$ cat src/chdr_pkg.sv
/*
 * CHDR packet definitions: bus word, header record layout and
 * the field widths shared by the deframer, framer and checker
 */
package chdr_pkg;

  localparam int SEQ_W          = 12;
  localparam int SID_W          = 16;
  localparam int BYTES_PER_WORD = 8;

  typedef logic [63:0] chdr_word_t;

  // Field order matches the header word, MSB first
  typedef struct packed {
    logic [3:0]       flags;
    logic [SEQ_W-1:0] seqnum;
    logic [15:0]      size;
    logic [SID_W-1:0] src_sid;
    logic [SID_W-1:0] dst_sid;
  } hdr_info_t;

endpackage

$ cat src/chdr_deframer.sv
/*
 * CHDR deframer: drops the header word and tags each payload word
 * with the header record of its packet, through one register stage
 */
module chdr_deframer (
  input  logic                  i_ce_clk,
  input  logic                  i_rst,
  input  chdr_pkg::chdr_word_t  i_tdata,
  input  logic                  i_tlast,
  input  logic                  i_tvalid,
  output logic                  o_tready,
  output chdr_pkg::chdr_word_t  o_tdata,
  output chdr_pkg::hdr_info_t   o_hdr,
  output logic                  o_tlast,
  output logic                  o_tvalid,
  input  logic                  i_tready
);

  typedef enum logic {ST_HDR, ST_PAY} state_t;

  state_t              state;
  logic                run_q;
  logic                in_fire;
  chdr_pkg::hdr_info_t hdr_q;

  // Header beat never touches the output register
  assign o_tready = run_q & ((state == ST_HDR) | ~o_tvalid | i_tready);
  assign in_fire  = i_tvalid & o_tready;

  always_ff @(posedge i_ce_clk) begin
    if (i_rst) begin
      state    <= ST_HDR;
      run_q    <= 1'b0;
      o_tvalid <= 1'b0;
    end else begin
      run_q <= 1'b1;
      if (o_tvalid && i_tready) begin
        o_tvalid <= 1'b0;
      end
      if (in_fire) begin
        if (state == ST_HDR) begin
          state <= ST_PAY;
        end else begin
          o_tvalid <= 1'b1;
          if (i_tlast) begin
            state <= ST_HDR;
          end
        end
      end
    end
  end

  always_ff @(posedge i_ce_clk) begin
    if (in_fire) begin
      if (state == ST_HDR) begin
        hdr_q <= chdr_pkg::hdr_info_t'(i_tdata);
      end else begin
        o_tdata <= i_tdata;
        o_hdr   <= hdr_q;
        o_tlast <= i_tlast;
      end
    end
  end

  // Header alone is not a packet
  assert property (@(posedge i_ce_clk) disable iff (i_rst)
    (in_fire && state == ST_HDR) |-> !i_tlast)
    else $error("packet without payload");

endmodule

$ cat config.mk
export PLATFORM = sky130hd
export DESIGN_NAME = chdr_deframer
export DESIGN_NICKNAME = d
export VERILOG_FILES = /design/src/chdr_pkg.sv /design/src/chdr_deframer.sv
export SDC_FILE = /design/constraint.sdc
export NUM_CORES = 1
export LEC_CHECK = 0
export BUFFER_PORTS_ARGS = -buffer_cell sky130_fd_sc_hd__buf_2
export CAP_MARGIN = 20
export CORE_MARGIN = 10
export CORE_UTILIZATION = 45
export CTS_CLUSTER_DIAMETER = 100
export DETAILED_ROUTE_END_ITERATION = 10
export PLACE_DENSITY_LB_ADDON = 0.1
export SLEW_MARGIN = 5
export SYNTH_ARGS = -nofsm -noshare
export SYNTH_HDL_FRONTEND = slang
export SYNTH_SLANG_ARGS = --single-unit
$ cat constraint.sdc
create_clock -name i_ce_clk -period 15.8 [get_ports i_ce_clk]
set_input_delay 4.74 -clock i_ce_clk [delete_from_list [all_inputs] [get_ports i_ce_clk]]
set_output_delay 4.74 -clock i_ce_clk [all_outputs]
set_load 0.02 [all_outputs]
==> reports/metrics.csv <==
metric;value;unit
outcome;finished clean;
Final Hold Vio Count;0;
Pwr Density;132;mW/mm2
synth unique cells;12;
Tot GR Track Use;0.124;
Initial Util;0.464;
vias in the first global route;2915;
die area;0.0182;mm2
Antenna Violating Nets Remaining;0;
pin count of the biggest net entering global routing;66;
Post-Synth XOR/XNOR Area;0;
Crit path required time;11.06;ns
launch point of the worst path;i_tready;
initial antenna violation count;1;
RSZ-0062 raised after global routing;false;
FILL cells;950;
global-route wire length before repair;16.7;mm
slew margin rel.;0.403;
Static Leak;2.88;nW
CTS buffer count;17;
Mean Syn Cell Area;28.5;um2
Yosys warnings;0;
Max-Cap Viols;0;
CTS tree;yes;
Worst-path clk slew;0.06;ns
Peak supply drop;0.0680;mV
Slew Limit Fails;0;
Rows;41;
root buf cell;clkbuf_16;
part of the cycle the worst path needs;0.635;
Area Overhead vs Synth;30.4;%
# DRC;0;
largest family of logic cells by synthesized area;simple AND/OR/NAND/NOR gates;
synthesized-area fraction occupied by adder cells;0;
mux cell area share after synthesis;0;
maximum clock path buffer count;2;
Final Power;1.02;mW
Top FF cell, synth;edfxtp_1;
Placeable Area;0.0128;mm2
number of instances resized during post-cts repair;0;
hold_sp;hdr_q[52];
postcts setup bufs;0;
leading area contributor after synthesis;edfxtp_1;
n_diodes;0;
Ports;200;
R2R Path Start;state;
WS Path Type;input port to output pin;
worst min path class;flip-flop to flip-flop;
top post-synthesis cells by count;edfxtp_1 (193), dfxtp_1 (3), nand2_1 (2), nor2_1 (2);
Final #Nets;498;
number of clock sinks;196;
routed vias/inst;4.51;
Async SR Flop Fraction;0;
share of cells above drive strength 1;0.523;
Worst setup EP type;output pin;
Post-synth EDFFs;193;
die height;135;um
most common cell in the netlist;edfxtp_1;
Post-Syn Nets;277;
DP HPWL;8.29;mm
vias;2767;
Worst Setup Slack, final;5.77;ns
Critical Path AT;5.29;ns
Synth Instances;208;
Pre-antenna DRT Iters;4;
simple-gate share of the synthesized area;0.00717;
clk_skew;0.00648;ns
Yosys top cell area share;0.977;
Highest Clock Rate;99.7;MHz
Startpoint Class;input port;
Max Fanout on Critical Path;3;
Routed wire per std cell;18.5;um
final setup TNS;0;ns
total grt overflow;0;
Post-Synthesis Cell Area;0.00593;mm2
Worst Reg-to-Reg Cells;4;
worst-margin pin slew;0.893;ns
cts hold-fix bufs;0;
Synth Register Bits;196;
Horiz. Die Dim;135;um
Period minus WS final;10.03;ns
drt total wl;11.3;mm
GP Congestion;0.704;
hold depth;0;
initial DRC count;194;
port bufs;199;
final setup violating endpoints;0;
pre-CTS WS;5.76;ns
Synth Area in Compound Gates;0.00527;
largest cells by area after synthesis;edfxtp_1 (98%), dfxtp_1 (1.0%), nor2b_4 (0.23%);
Worst-Skew Late Latency;0.41;ns
sequential share of the synthesized area;0.987;
Clock H-tree levels;4;
power breakdown:
group / internal [mW] / switching [mW] / total (mW)
combinational: 0.0106 / 0.0221 / 0.0327
clock: 0.232 / 0.169 / 0.401
sequential: 0.587 / 0.00310 / 0.590
area by class of cell:
| cell class | count | area [um2] | area share |
|---|---|---|---|
| Clock inverter | 9 | 106 | 0.0137 |
| Timing Repair Buffer | 202 | 1020 | 0.132 |
| Clock buffer | 23 | 448 | 0.0579 |
| Inverter | 1 | 3.75 | 0.000485 |
| Sequential cell | 196 | 5860 | 0.757 |
| Multi-Input combinational cell | 11 | 88.8 | 0.0115 |
| Tap cell | 172 | 215 | 0.0278 |
registers in the layout, summed over array words and instances, names as in the netlist:
signal / count
hdr_q: 64
o_hdr: 64
o_tdata: 64
o_tlast: 1
o_tvalid: 1
run_q: 1
state: 1
critical path: stages:
cell,delay (ns)
buf_2,0.12
nor2b_4,0.15
a21boi_0,0.10
buf_2,0.17
stage by stage:
| step | util | hold WS [ns] | cells | instance area, um2 |
|---|---|---|---|---|
| after floorplan | - | 0.400 | 208 | 5930 |
| after global placement | 0.562 | 0.400 | 582 | 7180 |
| after detailed placement | 0.562 | 0.405 | 582 | 7180 |
| after CTS | 0.606 | 0.417 | 614 | 7740 |
| after global routing | 0.606 | 0.423 | 614 | 7740 |
| final | 0.606 | 0.415 | 614 | 7740 |
per-layer routing:
| metal | up-vias | routed length, um | global-route usage |
|---|---|---|---|
| met5 | - | 13 | 0 |
| met4 | 2 | 187 | 0.0586 |
| met3 | 15 | 1240 | 0.0708 |
| met2 | 125 | 5730 | 0.196 |
| met1 | 1340 | 4170 | 0.130 |
| li1 | 1285 | - | - |
worst paths after layout:
kind	slack [ns]	endpoint
worst max-delay path	5.77	o_tready
worst min-delay path	0.41	o_hdr[52]
worst max register to register	13.01	o_hdr[50]
worst min register to register	0.41	o_hdr[52]
kinds of logic after synthesis:
kind of cell	after synthesis
flip-flops	196
AND/OR/NAND/NOR	7
AO/OA/AOI/OAI	4
buffers and inverters	1
placed cells by master, fill, tap and decap left out, drive strengths merged, types with 2 or more instances in the layout:
cell type / instances
clkbuf: 23
buf: 202
nand2: 2
clkinv: 3
edfxtp: 193
dfxtp: 3
clkinvlp: 4
bufinv: 2
nor2: 2
Power figures use the tool's default switching activity.
