<file path="config.mk">
export PLATFORM = sky130hd
export DESIGN_NAME = split_stream_ctrl
export DESIGN_NICKNAME = d
export VERILOG_FILES = /design/src/chdr_pkg.sv /design/src/split_cfg_pkg.sv /design/src/split_stream_ctrl.sv
export SDC_FILE = /design/constraint.sdc
export NUM_CORES = 1
export LEC_CHECK = 0
export ABC_AREA = 1
export BUFFER_PORTS_ARGS = -buffer_cell sky130_fd_sc_hd__buf_4
export CAP_MARGIN = 20
export CORE_ASPECT_RATIO = 0.6
export CORE_MARGIN = 5
export CORE_UTILIZATION = 40
export CTS_CLUSTER_SIZE = 24
export DETAILED_ROUTE_END_ITERATION = 10
export HOLD_SLACK_MARGIN = 0.15
export PLACE_DENSITY_LB_ADDON = 0.05
export SYNTH_ARGS = -nofsm -noshare
export SYNTH_HDL_FRONTEND = slang
export SYNTH_SLANG_ARGS = --single-unit
</file>
<file path="constraint.sdc">
create_clock -name i_ce_clk -period 2.5 [get_ports i_ce_clk]
set_clock_uncertainty 0.05 [all_clocks]
set_input_delay 0.5 -clock i_ce_clk [delete_from_list [all_inputs] [get_ports i_ce_clk]]
set_output_delay 0.5 -clock i_ce_clk [all_outputs]
set_load 0.05 [all_outputs]
</file>
<file path="src/chdr_pkg.sv">
/*
 * CHDR packet definitions: bus word, header record layout and
 * the field widths shared by the deframer, framer and checker
 */
package chdr_pkg;

  localparam int SEQ_W          = 12;
  localparam int SID_W          = 16;
  localparam int BYTES_PER_WORD = 8;

  typedef logic [63:0] chdr_word_t;

  // Field order matches the header word, MSB first
  typedef struct packed {
    logic [3:0]       flags;
    logic [SEQ_W-1:0] seqnum;
    logic [15:0]      size;
    logic [SID_W-1:0] src_sid;
    logic [SID_W-1:0] dst_sid;
  } hdr_info_t;

endpackage

</file>
<file path="src/split_cfg_pkg.sv">
/*
 * Split stream configuration: settings bus register map and credit width
 */
package split_cfg_pkg;

  localparam int SET_ADDR_W = 8;
  localparam int SET_DATA_W = 32;

  // Branch k: src SID at base + 2k, dst SID at base + 2k + 1
  localparam logic [SET_ADDR_W-1:0] REG_SID_BASE  = 8'h10;
  // One bit per branch
  localparam logic [SET_ADDR_W-1:0] REG_CLEAR_SEQ = 8'h08;

  localparam int CREDIT_W = 8;

endpackage

</file>
<file path="src/split_stream_ctrl.sv">
/*
 * Split stream control: settings registers, sequence clears and
 * per-branch output credit counters
 */
module split_stream_ctrl #(
  parameter int NUM_OUTPUTS = 2,
  parameter int CREDITS     = 16
) (
  input  logic                                      i_ce_clk,
  input  logic                                      i_rst,
  input  logic                                      i_set_stb,
  input  logic [split_cfg_pkg::SET_ADDR_W-1:0]      i_set_addr,
  input  logic [split_cfg_pkg::SET_DATA_W-1:0]      i_set_data,
  input  logic [NUM_OUTPUTS-1:0]                    i_credit,
  input  logic [NUM_OUTPUTS-1:0]                    i_sent,
  output logic [NUM_OUTPUTS-1:0]                    o_credit_ok,
  output logic [NUM_OUTPUTS*chdr_pkg::SID_W-1:0]    o_src_sid,
  output logic [NUM_OUTPUTS*chdr_pkg::SID_W-1:0]    o_dst_sid,
  output logic [NUM_OUTPUTS-1:0]                    o_seq_clear
);

  localparam int SID_W = chdr_pkg::SID_W;
  localparam int AW    = split_cfg_pkg::SET_ADDR_W;
  localparam int CW    = split_cfg_pkg::CREDIT_W;

  logic clear_wr;

  assign clear_wr = i_set_stb & (i_set_addr == split_cfg_pkg::REG_CLEAR_SEQ);

  always_ff @(posedge i_ce_clk) begin
    if (i_rst) begin
      o_seq_clear <= '0;
    end else begin
      o_seq_clear <= clear_wr ? i_set_data[NUM_OUTPUTS-1:0] : '0;
    end
  end

  for (genvar k = 0; k < NUM_OUTPUTS; k++) begin : g_branch
    logic          src_wr;
    logic          dst_wr;
    logic [CW-1:0] credit_cnt;

    assign src_wr = i_set_stb & (i_set_addr == AW'(split_cfg_pkg::REG_SID_BASE + 2 * k));
    assign dst_wr = i_set_stb & (i_set_addr == AW'(split_cfg_pkg::REG_SID_BASE + 2 * k + 1));

    ////////////////////
    // Stream IDs

    always_ff @(posedge i_ce_clk) begin
      if (i_rst) begin
        o_src_sid[k*SID_W +: SID_W] <= '0;
        o_dst_sid[k*SID_W +: SID_W] <= '0;
      end else begin
        if (src_wr) begin
          o_src_sid[k*SID_W +: SID_W] <= i_set_data[SID_W-1:0];
        end
        if (dst_wr) begin
          o_dst_sid[k*SID_W +: SID_W] <= i_set_data[SID_W-1:0];
        end
      end
    end

    ////////////////////
    // Credits

    always_ff @(posedge i_ce_clk) begin
      if (i_rst) begin
        credit_cnt <= CW'(CREDITS);
      end else if (i_sent[k] && !i_credit[k]) begin
        credit_cnt <= credit_cnt - 1'b1;
      end else if (i_credit[k] && !i_sent[k]) begin
        credit_cnt <= credit_cnt + 1'b1;
      end
    end

    assign o_credit_ok[k] = (credit_cnt != '0);

    assert property (@(posedge i_ce_clk) disable iff (i_rst)
      credit_cnt <= CW'(CREDITS))
      else $error("branch %0d credit count above limit", k);

    // Framer must not send once the window is used up
    assert property (@(posedge i_ce_clk) disable iff (i_rst)
      i_sent[k] |-> (credit_cnt != '0))
      else $error("branch %0d sent without credit", k);
  end

endmodule

</file>
==> metrics.md <==
| Metric | Value |
|---|---|
| Result of the run | finished, final reports clean |
| Initial antenna violation count | 0 |
| Overall power consumption | 0.003139 W |
| Half-perimeter wire length of the detailed placement result | 7.904 mm |
| Post-DRT Antenna Nets | 0 |
| Worst setup slack before clock tree synthesis | 177.7 ps |
| Placer congestion estimate | 0.8752 |
| Sink Count | 82 |
| # DRC | 0 |
| Die height | 85.81 microns |
| Synth Instances | 545 |
| Kind of start point of the critical path | input pin |
| Cell-internal power | 0.002301 W |
| I/O Buffers | 98 |
| Tmin final | 2016 ps |
| Synthesis warning total | 0 |
| Buffers inserted during post-CTS setup optimization | 0 |
| Minimum setup slack in the final design | 484.1 ps |
| Count of max-cap constraint violations | 0 |
| Fmax | 496.1 MHz |
| Commonest cells in the netlist | inv_1, a21oi_1, dfxtp_1, nand2_1, o21ai_0 |
| Number of stages on the worst hold path | 3 |
| Post-CTS resize count | 0 |
| Standby leakage power | 2.299 nW |
| Largest net degree at the start of global routing | 35 |
| Worst Setup End Kind | register |
| Final max-slew violation count | 0 |
| Cell variety after synth | 28 |
| Share of the yosys chip area belonging to registers | 42.85% |
| Wire length of the first global-routing pass | 16.73 mm |
| Class of the most critical hold timing path | in -> reg |
| Violation count after the first detailed-routing iteration | 226 |
| Final design area excluding fillers | 4966 sq um |
| Effective utilization at floorplan | 41.39% |
| I/O pin count | 115 |
| Area grow syn2layout | 29.62% |
| Post-route insts no fill | 771 |
| Number of flops mapped to enable cells by yosys | 0 |
| Cts bufs inserted | 9 |
| Setup Crit Path Kind | in -> reg |
| Post-Syn Area per Cell | 7.030 sq um |
| Portion of the clock cycle consumed by the worst path in the final layout | 80.64% |
| Area share of the largest cell type after synthesis | 42.85% |
| Row count | 27 |
| Portion of total power attributed to combinational logic | 13.4% |
| Via Count | 3545 |
| Horizontal die dimension | 136.3 microns |
| Hold-fix buffers at CTS | 0 |
| Post-Syn Area | 3831 sq um |
| Library cell with the largest summed area after synthesis | dfxtp_1 |
| Setup TNS Final | 0 ps |
| Async set-or-reset flop fraction in the synthesized netlist | 0% |
| Sw Ratio | 26.70% |
| Reg2Reg Depth | 8 |
| Setup repair after global routing missed its margin | false |
| Required time worst endpoint | 2660 ps |
| Setup-violating endpoint count in the final report | 0 |
| Clock power share | 42.7% |
| Overflow left after global routing | 0 |
| Worst Path Arrival | 2170 ps |
| Number of search-and-repair iterations in the first detailed-routing pass | 4 |
| Largest fanout of any net on the critical path | 9 |
| Fraction of power consumed by sequential logic | 43.9% |
| Placement Cell Area | 4662 sq um |
| Top flip-flop cell by instance count after synthesis | dfxtp_1 |
| GRT Resource Usage Total | 18.39% |
| Longest Clk Path Bufs | 2 |
| Max_slew headroom | 74.73% |
| Clock tree root buffer cell | clkbuf_16 |
| Pwr/cell area | 632.0 nW/um^2 |
| Antenna Diode Count | 0 |
| Switching power total | 0.0008379 W |
| Syn_nets | 598 |
| Vias in the first global route | 3325 |
| # nets final | 689 |
| Number of storage elements in the synthesis netlist | 82 |
| Fraction of layout instances using a drive strength above 1 | 21.06% |
| Placeable core region | 9256 sq um |
| Ratio of routed vias to standard cells | 4.598 |
| Most area-consuming cells after synthesis | dfxtp_1, inv_1, a21oi_1, nand2_1, o21ai_0 |
| Final hold violation count | 0 |
| H-tree levels | 3 |
| Pin slew with the least headroom to its limit | 379.0 ps |
| Die Footprint | 11700 sq um |
| Number of filler cells placed in the layout | 911 |
| Clock transition at path regs | 60 ps |
| Dominant cell by count in the synthesized netlist | inv_1 |
| Clock tree from TritonCTS | built |
| Routed wire length per instance | 13.61 microns |
| Worst voltage drop across the vdd grid | 0.0003372 V |
| Number of cells after detailed placement | 755 |
| Total length of routed wires | 10.49 mm |
| Worst-skew pair later-pin latency | 330 ps |
## logic make-up after synthesis
logic type	Yosys count	share of synthesized area [%]
AOI/OAI and AO/OA	161	21.46
xor gates and xnor gates	7	1.600
adders and majority gates	6	1.959
buffers and inverters	145	14.99
DFF	82	42.85
and+or+nand+nor	144	17.15
## cell usage in the layout, fill, tap and decap left out, types with 2 or more instances in the layout
cell type	synthesis	final
nand3_1	25	25
ha_1	6	6
nand4_2	2	2
o21ai_1	19	19
xnor2_1	4	4
nand3_2	2	2
clkbuf_16	0	9
a21oi_1	83	83
nor3_1	3	3
buf_4	0	106
nand4_1	2	2
xor2_1	3	3
inv_1	119	119
nor3_4	2	2
nor2_2	4	4
nor2_1	21	21
o21ai_0	56	56
dfxtp_1	82	82
clkinv_2	0	2
nand2_1	79	79
## critical path, stage by stage
cell     delay [ps]
buf_4           110
inv_1            70
ha_1            350
inv_1           180
nand2_1          90
nand2_1          70
ha_1            190
a21o_1          190
a21oi_1         180
xor2_1          160
o21ai_0          80
## power groups by stage
stage	Clock (W)	Sequential, W	Combinational [W]
5_1_grt	0.00144	0.00138	0.000481
2_1_floorplan	0	0.00140	0.000284
3_3_place_gp	0	0.00140	0.000412
3_5_place_dp	0	0.00141	0.000418
6_report	0.00134	0.00138	0.000421
4_1_cts	0.00138	0.00138	0.000420
## stage by stage
stage	utilization [%]	hold WS, ps
finish	53.65	392.2
detailed placement	50.37	385.0
global placement	50.37	382.5
CTS	53.65	381.8
global route	53.65	392.1
floorplan	-	409.6
## layer usage
metal  GRT usage, %  vias to the layer above  part of all wire (%)
met5              0                        -                     0
met4          3.934                        0                  0.79
met3          5.686                        9                   6.5
met2          25.10                       83                    40
met1          28.04                     1550                    53
li1               -                     1903                     -
## sequential cells by signal, summed over array words and instances, names as in the netlist
name,cells
o_dst_sid,32
g_branch.credit_cnt,16
o_src_sid,32
o_seq_clear,2
## path summary, 6_finish.rpt
| check | to | from | slack (ps) |
|---|---|---|---|
| setup / recovery | g_branch[0].credit_cnt[4]$_SDFFE_PP1P_ | i_credit[0] | 480 |
| hold / removal | o_seq_clear[0]$_SDFF_PP0_ | i_set_data[0] | 390 |
| hold reg to reg | o_src_sid[12]$_SDFFE_PP0P_ | o_src_sid[12]$_SDFFE_PP0P_ | 390 |
| setup reg to reg | g_branch[0].credit_cnt[4]$_SDFFE_PP1P_ | g_branch[0].credit_cnt[1]$_SDFFE_PP0P_ | 910 |
## layout make-up
class                      count  area (sq um)  share of cell area (%)
clock buffer                  10         239.0                   4.812
clock inverter                 6         65.06                   1.310
inverter                     119         446.7                   8.995
multi-input combinational    318          1615                   32.53
sequential                    82          1642                   33.06
tap                          130         162.7                   3.275
timing repair buffer         106         795.8                   16.02
No activity file was read; power rests on OpenSTA's default activity.
