## src/chdr_pkg.sv

```systemverilog
/*
 * CHDR packet definitions: bus word, header record layout and
 * the field widths shared by the deframer, framer and checker
 */
package chdr_pkg;

  localparam int SEQ_W          = 12;
  localparam int SID_W          = 16;
  localparam int BYTES_PER_WORD = 8;

  typedef logic [63:0] chdr_word_t;

  // Field order matches the header word, MSB first
  typedef struct packed {
    logic [3:0]       flags;
    logic [SEQ_W-1:0] seqnum;
    logic [15:0]      size;
    logic [SID_W-1:0] src_sid;
    logic [SID_W-1:0] dst_sid;
  } hdr_info_t;

endpackage

```

## src/stream_splitter.sv

```systemverilog
/*
 * Stream splitter: broadcasts each word to every branch and releases
 * the input once all branches have taken it
 */
module stream_splitter #(
  parameter int NUM_OUTPUTS = 2
) (
  input  logic                                               i_ce_clk,
  input  logic                                               i_rst,
  input  chdr_pkg::chdr_word_t                               i_tdata,
  input  chdr_pkg::hdr_info_t                                i_hdr,
  input  logic                                               i_tlast,
  input  logic                                               i_tvalid,
  output logic                                               o_tready,
  output logic [NUM_OUTPUTS*$bits(chdr_pkg::chdr_word_t)-1:0] o_tdata,
  output logic [NUM_OUTPUTS*$bits(chdr_pkg::hdr_info_t)-1:0]  o_hdr,
  output logic [NUM_OUTPUTS-1:0]                             o_tlast,
  output logic [NUM_OUTPUTS-1:0]                             o_tvalid,
  input  logic [NUM_OUTPUTS-1:0]                             i_tready
);

  logic [NUM_OUTPUTS-1:0] taken;
  logic [NUM_OUTPUTS-1:0] done;

  assign o_tdata = {NUM_OUTPUTS{i_tdata}};
  assign o_hdr   = {NUM_OUTPUTS{i_hdr}};
  assign o_tlast = {NUM_OUTPUTS{i_tlast}};

  // Branches that already took the word see valid low
  assign o_tvalid = {NUM_OUTPUTS{i_tvalid}} & ~taken;
  assign done     = taken | i_tready;
  assign o_tready = &done;

  always_ff @(posedge i_ce_clk) begin
    if (i_rst) begin
      taken <= '0;
    end else if (i_tvalid && o_tready) begin
      taken <= '0;
    end else begin
      taken <= taken | (o_tvalid & i_tready);
    end
  end

endmodule

```

## config.mk

```make
export PLATFORM = sky130hd
export DESIGN_NAME = stream_splitter
export DESIGN_NICKNAME = d
export VERILOG_FILES = /design/src/chdr_pkg.sv /design/src/stream_splitter.sv
export SDC_FILE = /design/constraint.sdc
export NUM_CORES = 1
export LEC_CHECK = 0
export BUFFER_PORTS_ARGS = -buffer_cell sky130_fd_sc_hd__buf_2
export CAP_MARGIN = 30
export CORE_AREA = 5 5 152 154
export CTS_CLUSTER_DIAMETER = 50
export DETAILED_ROUTE_END_ITERATION = 16
export DIE_AREA = 0 0 157 159
export GPL_TIMING_DRIVEN = 0
export HOLD_SLACK_MARGIN = 0.08
export MAX_ROUTING_LAYER = met4
export PLACE_DENSITY_LB_ADDON = 0.15
export SLEW_MARGIN = 20
export SYNTH_ARGS = -nofsm -noshare
export SYNTH_HDL_FRONTEND = slang
export SYNTH_SLANG_ARGS = --single-unit
```

## constraint.sdc

```tcl
create_clock -name i_ce_clk -period 2.3 [get_ports i_ce_clk]
set_clock_uncertainty 0.2 [all_clocks]
set_input_delay 0.115 -clock i_ce_clk [delete_from_list [all_inputs] [get_ports i_ce_clk]]
set_output_delay 0.115 -clock i_ce_clk [all_outputs]
set_load 0.05 [all_outputs]
```

==> flow_summary.yaml, run 1 <==
logic_synthesis:
  synth_warnings: 0
  postSynthCellCount: 269
  synth.yosys.seq_area_share: 0.0197
  synthesis.area_sq_mm: 0.00203
  ys_ff_latch: 2
  avgSynthCellArea_sq_um: 7.56
  synth_top_area_cell: "buf_4"
  yosysTopAreaCellShare: 0.953
  ys_top_cells_by_area: "buf_4 95%, dfxtp_1 2.0%, o21a_1 0.74%, nor2b_1 0.62%, a21oi_1 0.49%"
  yosysUniqueCellTypes: 7
  synth_fp_nets: 403
clocking:
  clk_pin_slew_ps: 30
  cts_max_path_buffers: 2
  clock-sinks: 2
  post_cts_buffers: 0
  clk_latency_ps: 220
  cts_tree: "yes"
  cts_root_buf: "clkbuf_16"
  numCtsBuffers: 3
  cts_resized: 0
  htree_levels: 1
setup_path:
  cp_data_arrival_time_ps: 1630
  critPathLaunchType: "input port"
  cp_cell_sequence: "dlygate4sd3_1, buf_2, o21a_1, dlygate4sd3_1, nor3_1"
  slowest_stage: "dlygate4sd3_1"
  crit_top_cell: "dlygate4sd3_1"
  end_kind: "flop"
  timing_worst_setup_path_type: "input port to flop"
  cp.required_ps: 2230
  cp_max_fo: 3
  cp_slowest_stage_delay_ps: 550
routing:
  drc: 0
  drt_iter0_drc: 22
  wl_per_cell_um: 11.1
  firstDrtPassIters: 2
  antenna_left: 0
  viasPerCell: 2.83
  totalWireLength_um: 9090
  via_count: 2320
grt:
  grt_max_degree: 7
  grt.overflow.total: 0
  grtUsageTotal: 0.0624
  grt_pass1_vias: 2491
  grt_pass1_wl_um: 12400
  antenna_found_initial: 0
floorplanning:
  core_area_sq_mm: 0.0216
  die_area_sq_mm: 0.0250
  die_w_um: 157
  start_util: 0.0943
  die_h_um: 159
  ios: 395
  num_rows: 54
power:
  powerDensity_mw_per_mm2: 460
  irDropWorstVdd_uv: 139
  p_leak_nw: 2.38
  fin_total_pwr_mw: 1.76
cells_and_area:
  drive_gt1_frac: 0.972
  final_util: 0.177
  largest_register_ffs: 2
  multiInputGateArea_sq_um: 56.3
  regArea_sq_um: 40.0
  top_register: "taken"
  antenna_cells: 0
  syn_to_final_growth_pct: 88.1
  n_fill_cell: 2417
  reg_top3: "taken x2"
  layout_common_cells: "265 x buf_2, 258 x buf_4, 4 x dlygate4sd3_1"
  finish.net_count: 677
  final_common_cell: "buf_2"
timing:
  rsz0062_at_grt: "false"
  fmax_ghz: 0.590
  min_period_ps: 1700
  hold_violations: 0
  worst_slew_pin_slew_ps: 288
  finalSetupTns_ps: 0
  period_share: 0.738
  setup_viol: 0
  hold_slack_ps: 61.8
  relSlewSlack: 0.810
  drv_slew: 0
placement:
  gp_congestion: 0.807
  dp_hpwl_um: 8770
  portBuffers: 265
run:
  maxCapViolCount: 0
worst_hold_path:
  worst_hold_path_type: "input port to flop"
outcome:
  outcome: "completed"
==> cell usage after synthesis (all sizes together) <==
| master | count |
|---|---|
| nor2b | 2 |
| o22a | 1 |
| o21a | 2 |
| dfxtp | 2 |
| buf | 258 |
| nor3 | 2 |
| a21oi | 2 |
==> cell families (layout without fill, tap and decap cells) <==
kind of cell / Yosys count / count (layout) / synth area share
AO/OA/AOI/OAI: 5 / 5 / 0.0166
buffers and inverters: 258 / 530 / 0.953
flip-flops: 2 / 2 / 0.0197
AND/OR/NAND/NOR: 4 / 4 / 0.0111
==> per-stage QoR <==
| stage | instance area (sq um) | cells | setup WS [ps] |
|---|---|---|---|
| 2_1_floorplan | 2030 | 269 | 973 |
| 5_1_grt | 3820 | 821 | 511 |
| 3_3_place_gp | 3710 | 814 | 1170 |
| 3_5_place_dp | 3710 | 814 | 1150 |
| 6_report | 3820 | 821 | 604 |
| 4_1_cts | 3830 | 822 | 72.0 |
==> final timing paths <==
| kind | cells past startpoint | endpoint | from | slack, ps |
|---|---|---|---|---|
| hold / removal | 3 | taken[1]$_SDFF_PP0_ | i_tready[1] | 60 |
| setup reg to reg | 3 | taken[1]$_SDFF_PP0_ | taken[0]$_SDFF_PP0_ | 830 |
| setup / recovery | 5 | taken[1]$_SDFF_PP0_ | i_tready[0] | 600 |
| hold reg to reg | 2 | taken[1]$_SDFF_PP0_ | taken[1]$_SDFF_PP0_ | 350 |
==> critical path, delay by kind of cell <==
kind | cells | cell delay [ps]
compound gates | 1 | 150
buf+inv | 3 | 1230
simple gates | 1 | 130
==> where the power goes <==
group | total (mW) | switching (mW) | internal, mW | leakage (nW)
logic | 1.46 | 1.02 | 0.444 | 2.32
registers | 0.0391 | 0.00205 | 0.0370 | 0.0164
clock network | 0.259 | 0.0376 | 0.221 | 0.0370
==> layer usage <==
metal  global-route usage  part of all wire
met1               0.0468              0.26
met2                0.142              0.58
met3               0.0144              0.15
met4              0.00868            0.0069
met5                    -                 0
==> what timing repair did <==
action	CTS	global route
hold buffers	5	0
hold endpoints to repair	2	0
endpoints found under the setup margin	0	1
==> layout make-up <==
type	instances	area share
Buffer	258	0.506
Clock buffer	3	0.0196
Multi-Input combinational cell	9	0.0147
Sequential cell	2	0.0105
Tap cell	280	0.0916
Timing Repair Buffer	269	0.357
(Power assumes the default switching activity.)
==> inputs of run 2 (changes only) <==
- CORE_AREA: 5 5 152 154 -> 5 5 150 152
- DIE_AREA: 0 0 157 159 -> 0 0 155 157
- clock period: 2.3 -> 1.5 ns (I/O delays scaled with it)
==> run 2 against run 1 <==
Cell area is 0.16% lower. Wire length is 1.1% higher. Worst hold slack better by 190 ps. Via count is 2.6% lower. Die area is 2.5% lower. Register-to-register slack worse by 240 ps. Critical path depth is 1 lower. Sequential power is 53% higher. Cell count is 0.61% lower. Critical path type is now input port to output pin.
==> flow_summary.yaml, run 2 (same netlist as run 1, synthesis figures left out) <==
clocking:
  numCtsBuffers: 3
  cts_root_buf: "clkbuf_16"
  cts_max_path_buffers: 2
  cts_tree: "yes"
  clock-sinks: 2
  cts_resized: 0
  clk_latency_ps: 220
  htree_levels: 1
  post_cts_buffers: 0
setup_path:
  timing_worst_setup_path_type: "input port to output pin"
  end_kind: "output pin"
  r2r_start: "taken[0]$_SDFF_PP0_"
  cp_data_arrival_time_ps: 1150
  r2r_setup_slack_ps: 590
  cp_slowest_stage_delay_ps: 540
  r2r_cells: 2
  slowest_stage: "dlygate4sd3_1"
  cp_max_fo: 3
  r2r-end: "taken[1]$_SDFF_PP0_"
  cp.required_ps: 1220
  crit_top_cell: "buf_2"
  critPathLaunchType: "input port"
  cp_cell_sequence: "dlygate4sd3_1, buf_2, o22a_1, buf_2"
grt:
  grt_pass1_vias: 2391
  grt.overflow.total: 0
  grtUsageTotal: 0.0658
  grt_max_degree: 5
  grt_pass1_wl_um: 12500
  antenna_found_initial: 0
cells_and_area:
  largest_register_ffs: 2
  n_fill_cell: 2353
  reg_top3: "taken x2"
  layout_common_cells: "265 x buf_2, 258 x buf_4, 4 x dlygate4sd3_1"
  finalNonFillerCells: 816
  finish.net_count: 677
  top_register: "taken"
  final_common_cell: "buf_2"
  multiInputGateArea_sq_um: 56.3
  syn_to_final_growth_pct: 87.8
  antenna_cells: 0
  regArea_sq_um: 40.0
  drive_gt1_frac: 0.972
timing:
  period_share: 0.952
  relSlewSlack: 0.819
  fmax_ghz: 0.700
  worst_slew_pin_slew_ps: 274
  drv_slew: 0
  finalSetupTns_ps: 0
  hold_slack_ps: 252
  hold_violations: 0
  fin_ws_ps: 71.5
  setup_viol: 0
  rsz0062_at_grt: "false"
  min_period_ps: 1430
worst_hold_path:
  min_to: "o_tdata[78]"
  hold_depth: 2
  min_from: "i_tdata[14]"
  worst_hold_path_type: "input port to output pin"
placement:
  dpl_worst_slack_ps: 447
  portBuffers: 265
  dp_hpwl_um: 8820
  placed_cells: 809
  gp_congestion: 0.769
floorplanning:
  die_h_um: 157
  start_util: 0.0973
  core_area_sq_mm: 0.0209
  die_w_um: 155
  ios: 395
  die_area_sq_mm: 0.0243
  num_rows: 53
routing:
  wl_per_cell_um: 11.3
  totalWireLength_um: 9190
  firstDrtPassIters: 2
  drt_iter0_drc: 19
  via_count: 2260
  drc: 0
  viasPerCell: 2.77
  antenna_left: 0
run:
  maxCapViolCount: 0
power:
  p_leak_nw: 2.37
  irDropWorstVdd_uv: 168
  powerDensity_mw_per_mm2: 704
outcome:
  outcome: "completed"
run 2: how the worst max path moves through the flow:
stage                        start     endpoint  slack (ps)  cells after the start
2_1_floorplan  taken[0]$_SDFF_PP0_  o_tvalid[0]         210                      1
3_3_place_gp   taken[0]$_SDFF_PP0_     o_tready         450                      2
3_5_place_dp   taken[0]$_SDFF_PP0_     o_tready         450                      2
4_1_cts                i_tready[0]     o_tready          50                      4
5_1_grt                i_tready[0]     o_tready          30                      4
6_report               i_tready[0]     o_tready          70                      4
run 2: timing repair:
action	4_1_cts	5_1_grt
hold buffers	4	0
hold endpoints to repair	2	0
setup endpoints to repair	0	0
run 2: critical path: cells and delay by family:
family	cells	cell delay, ps
AO/OA/AOI/OAI	1	190
buffers and inverters	3	890
run 2: layout make-up:
cell class                      instances  area share
Tap cell                              275      0.0901
Clock buffer                            3      0.0197
Buffer                                258       0.507
Sequential cell                         2      0.0105
Timing Repair Buffer                  269       0.358
Multi-Input combinational cell          9      0.0147
run 2: layer usage:
layer	track usage	routed length [um]
met4	0.0156	109
met1	0.0519	2360
met5	-	0
met3	0.0198	1210
met2	0.143	5510
run 2: per-stage QoR:
stage | area, sq um | util | total power [mW]
floorplan | 2030 | - | 1.95
global placement | 3700 | 0.177 | 2.31
detailed placement | 3700 | 0.177 | 2.30
CTS | 3820 | 0.183 | 2.72
global route | 3820 | 0.183 | 2.78
finish | 3820 | 0.183 | 2.69
run 2: report_power, final:
| part | switching, mW | internal (mW) |
|---|---|---|
| sequential | 0.00318 | 0.0568 |
| combinational | 1.55 | 0.680 |
| clock | 0.0576 | 0.339 |
==> inputs of run 3 (changes only) <==
- CORE_AREA: 5 5 150 152 -> 5 5 148 150
- CTS_CLUSTER_DIAMETER: 50 -> 150
- DIE_AREA: 0 0 155 157 -> 0 0 153 155
- clock period: 1.5 -> 1.43 ns (I/O delays scaled with it)
==> run 3 against run 2 <==
Critical path depth unchanged. Combinational power up 5%. Die area down 2.5%. Via count up 0.22%. Clock power up 5.1%. Register-to-register slack worse by 70 ps. Cell count unchanged. Sequential share of layout area about the same. Worst hold slack worse by 6.5 ps. Critical endpoint unchanged. Critical path type unchanged. Total power up 5.0%. Cell area about the same. Largest power group unchanged. Flip-flop and latch count unchanged.
==> flow_summary.yaml, run 3 (same netlist as run 1, synthesis figures left out) <==
routing:
  firstDrtPassIters: 4
  drt_iter0_drc: 33
  wl_per_cell_um: 11.1
  totalWireLength_um: 9090
  drc: 0
  antenna_left: 0
  via_count: 2265
  viasPerCell: 2.78
clocking:
  cts_tree: "yes"
  post_cts_buffers: 0
  clock-sinks: 2
  clk_latency_ps: 220
  cts_max_path_buffers: 2
  cts_root_buf: "clkbuf_16"
  numCtsBuffers: 3
  htree_levels: 1
cells_and_area:
  antenna_cells: 0
  final_common_cell: "buf_2"
  n_fill_cell: 2351
  drive_gt1_frac: 0.972
  largest_register_ffs: 2
  reg_top3: "taken x2"
  top_register: "taken"
  finish.net_count: 677
  syn_to_final_growth_pct: 87.9
  layout_common_cells: "264 x buf_2, 259 x buf_4, 4 x dlygate4sd3_1"
timing:
  setup_viol: 0
  worst_slew_pin_slew_ps: 277
  fmax_ghz: 0.728
  drv_slew: 0
  hold_violations: 0
  hold_slack_ps: 246
  finalSetupTns_ps: 0
  relSlewSlack: 0.816
  period_share: 0.961
  min_period_ps: 1370
  rsz0062_at_grt: "false"
setup_path:
  cp_slowest_stage_delay_ps: 530
  critPathLaunchType: "input port"
  cp_cell_sequence: "dlygate4sd3_1, buf_2, o22a_1, buf_4"
  cp_max_fo: 3
  end_kind: "output pin"
  timing_worst_setup_path_type: "input port to output pin"
  r2r_cells: 2
  cp_data_arrival_time_ps: 1100
  slowest_stage: "dlygate4sd3_1"
  cp.required_ps: 1160
worst_hold_path:
  worst_hold_path_type: "input port to output pin"
  hold_depth: 2
floorplanning:
  die_area_sq_mm: 0.0237
  core_area_sq_mm: 0.0206
  ios: 395
  die_w_um: 153
  die_h_um: 155
  start_util: 0.0989
  num_rows: 53
grt:
  grt.overflow.total: 0
  grt_max_degree: 5
  grtUsageTotal: 0.0680
  antenna_found_initial: 0
  grt_pass1_wl_um: 12700
  grt_pass1_vias: 2401
run:
  maxCapViolCount: 0
power:
  powerDensity_mw_per_mm2: 739
  p_leak_nw: 2.37
  irDropWorstVdd_uv: 208
placement:
  dp_hpwl_um: 8750
  gp_congestion: 0.840
  portBuffers: 265
outcome:
  outcome: "completed"
-- run 3: path summary, 6_finish.rpt --
path | from | end | slack (ps)
setup / recovery | i_tready[1] | o_tready | 60
hold / removal | i_tdata[28] | o_tdata[28] | 250
setup reg to reg | taken[1]$_SDFF_PP0_ | taken[0]$_SDFF_PP0_ | 520
hold reg to reg | taken[1]$_SDFF_PP0_ | taken[1]$_SDFF_PP0_ | 350
-- run 3: critical path: cells and delay by family --
kind            cells  cell delay [ps]
buf+inv             3              860
compound gates      1              170
-- run 3: stage by stage --
step	power [mW]	std cells	setup slack, ps	area (sq um)	utilization
after floorplan	2.04	269	147	2030	-
after global placement	2.43	809	388	3700	0.180
after detailed placement	2.42	809	381	3700	0.180
after CTS	2.85	816	18.5	3820	0.186
after global routing	2.92	816	17.1	3820	0.186
final	2.83	816	55.8	3820	0.186
-- run 3: final cells by class --
cell class / instances / area (sq um) / share of cell area
multi-input combinational: 9 / 56.3 / 0.0147
tap: 275 / 344 / 0.0900
timing repair buffer: 269 / 1370 / 0.358
buffer: 258 / 1940 / 0.507
clock buffer: 3 / 75.1 / 0.0196
sequential: 2 / 40.0 / 0.0105
-- run 3: what timing repair did --
action | 4_1_cts | 5_1_grt
hold buffers | 4 | 0
hold endpoints to repair | 2 | 0
endpoints found under the setup margin | 0 | 1
resized for setup | 0 | 2
-- run 3: report_power, final --
part / total [mW] / switching, mW / leakage [nW] / internal, mW
sequential: 0.0629 / 0.00336 / 0.0164 / 0.0595
combinational: 2.35 / 1.63 / 2.32 / 0.715
clock: 0.416 / 0.0607 / 0.0370 / 0.355
-- run 3: layer usage --
metal,global-route usage,vias to the layer above,wire [um]
met2,0.145,216,5250
li1,-,1101,-
met3,0.0250,6,1250
met4,0.0119,0,84
met1,0.0550,942,2500
met5,-,-,0
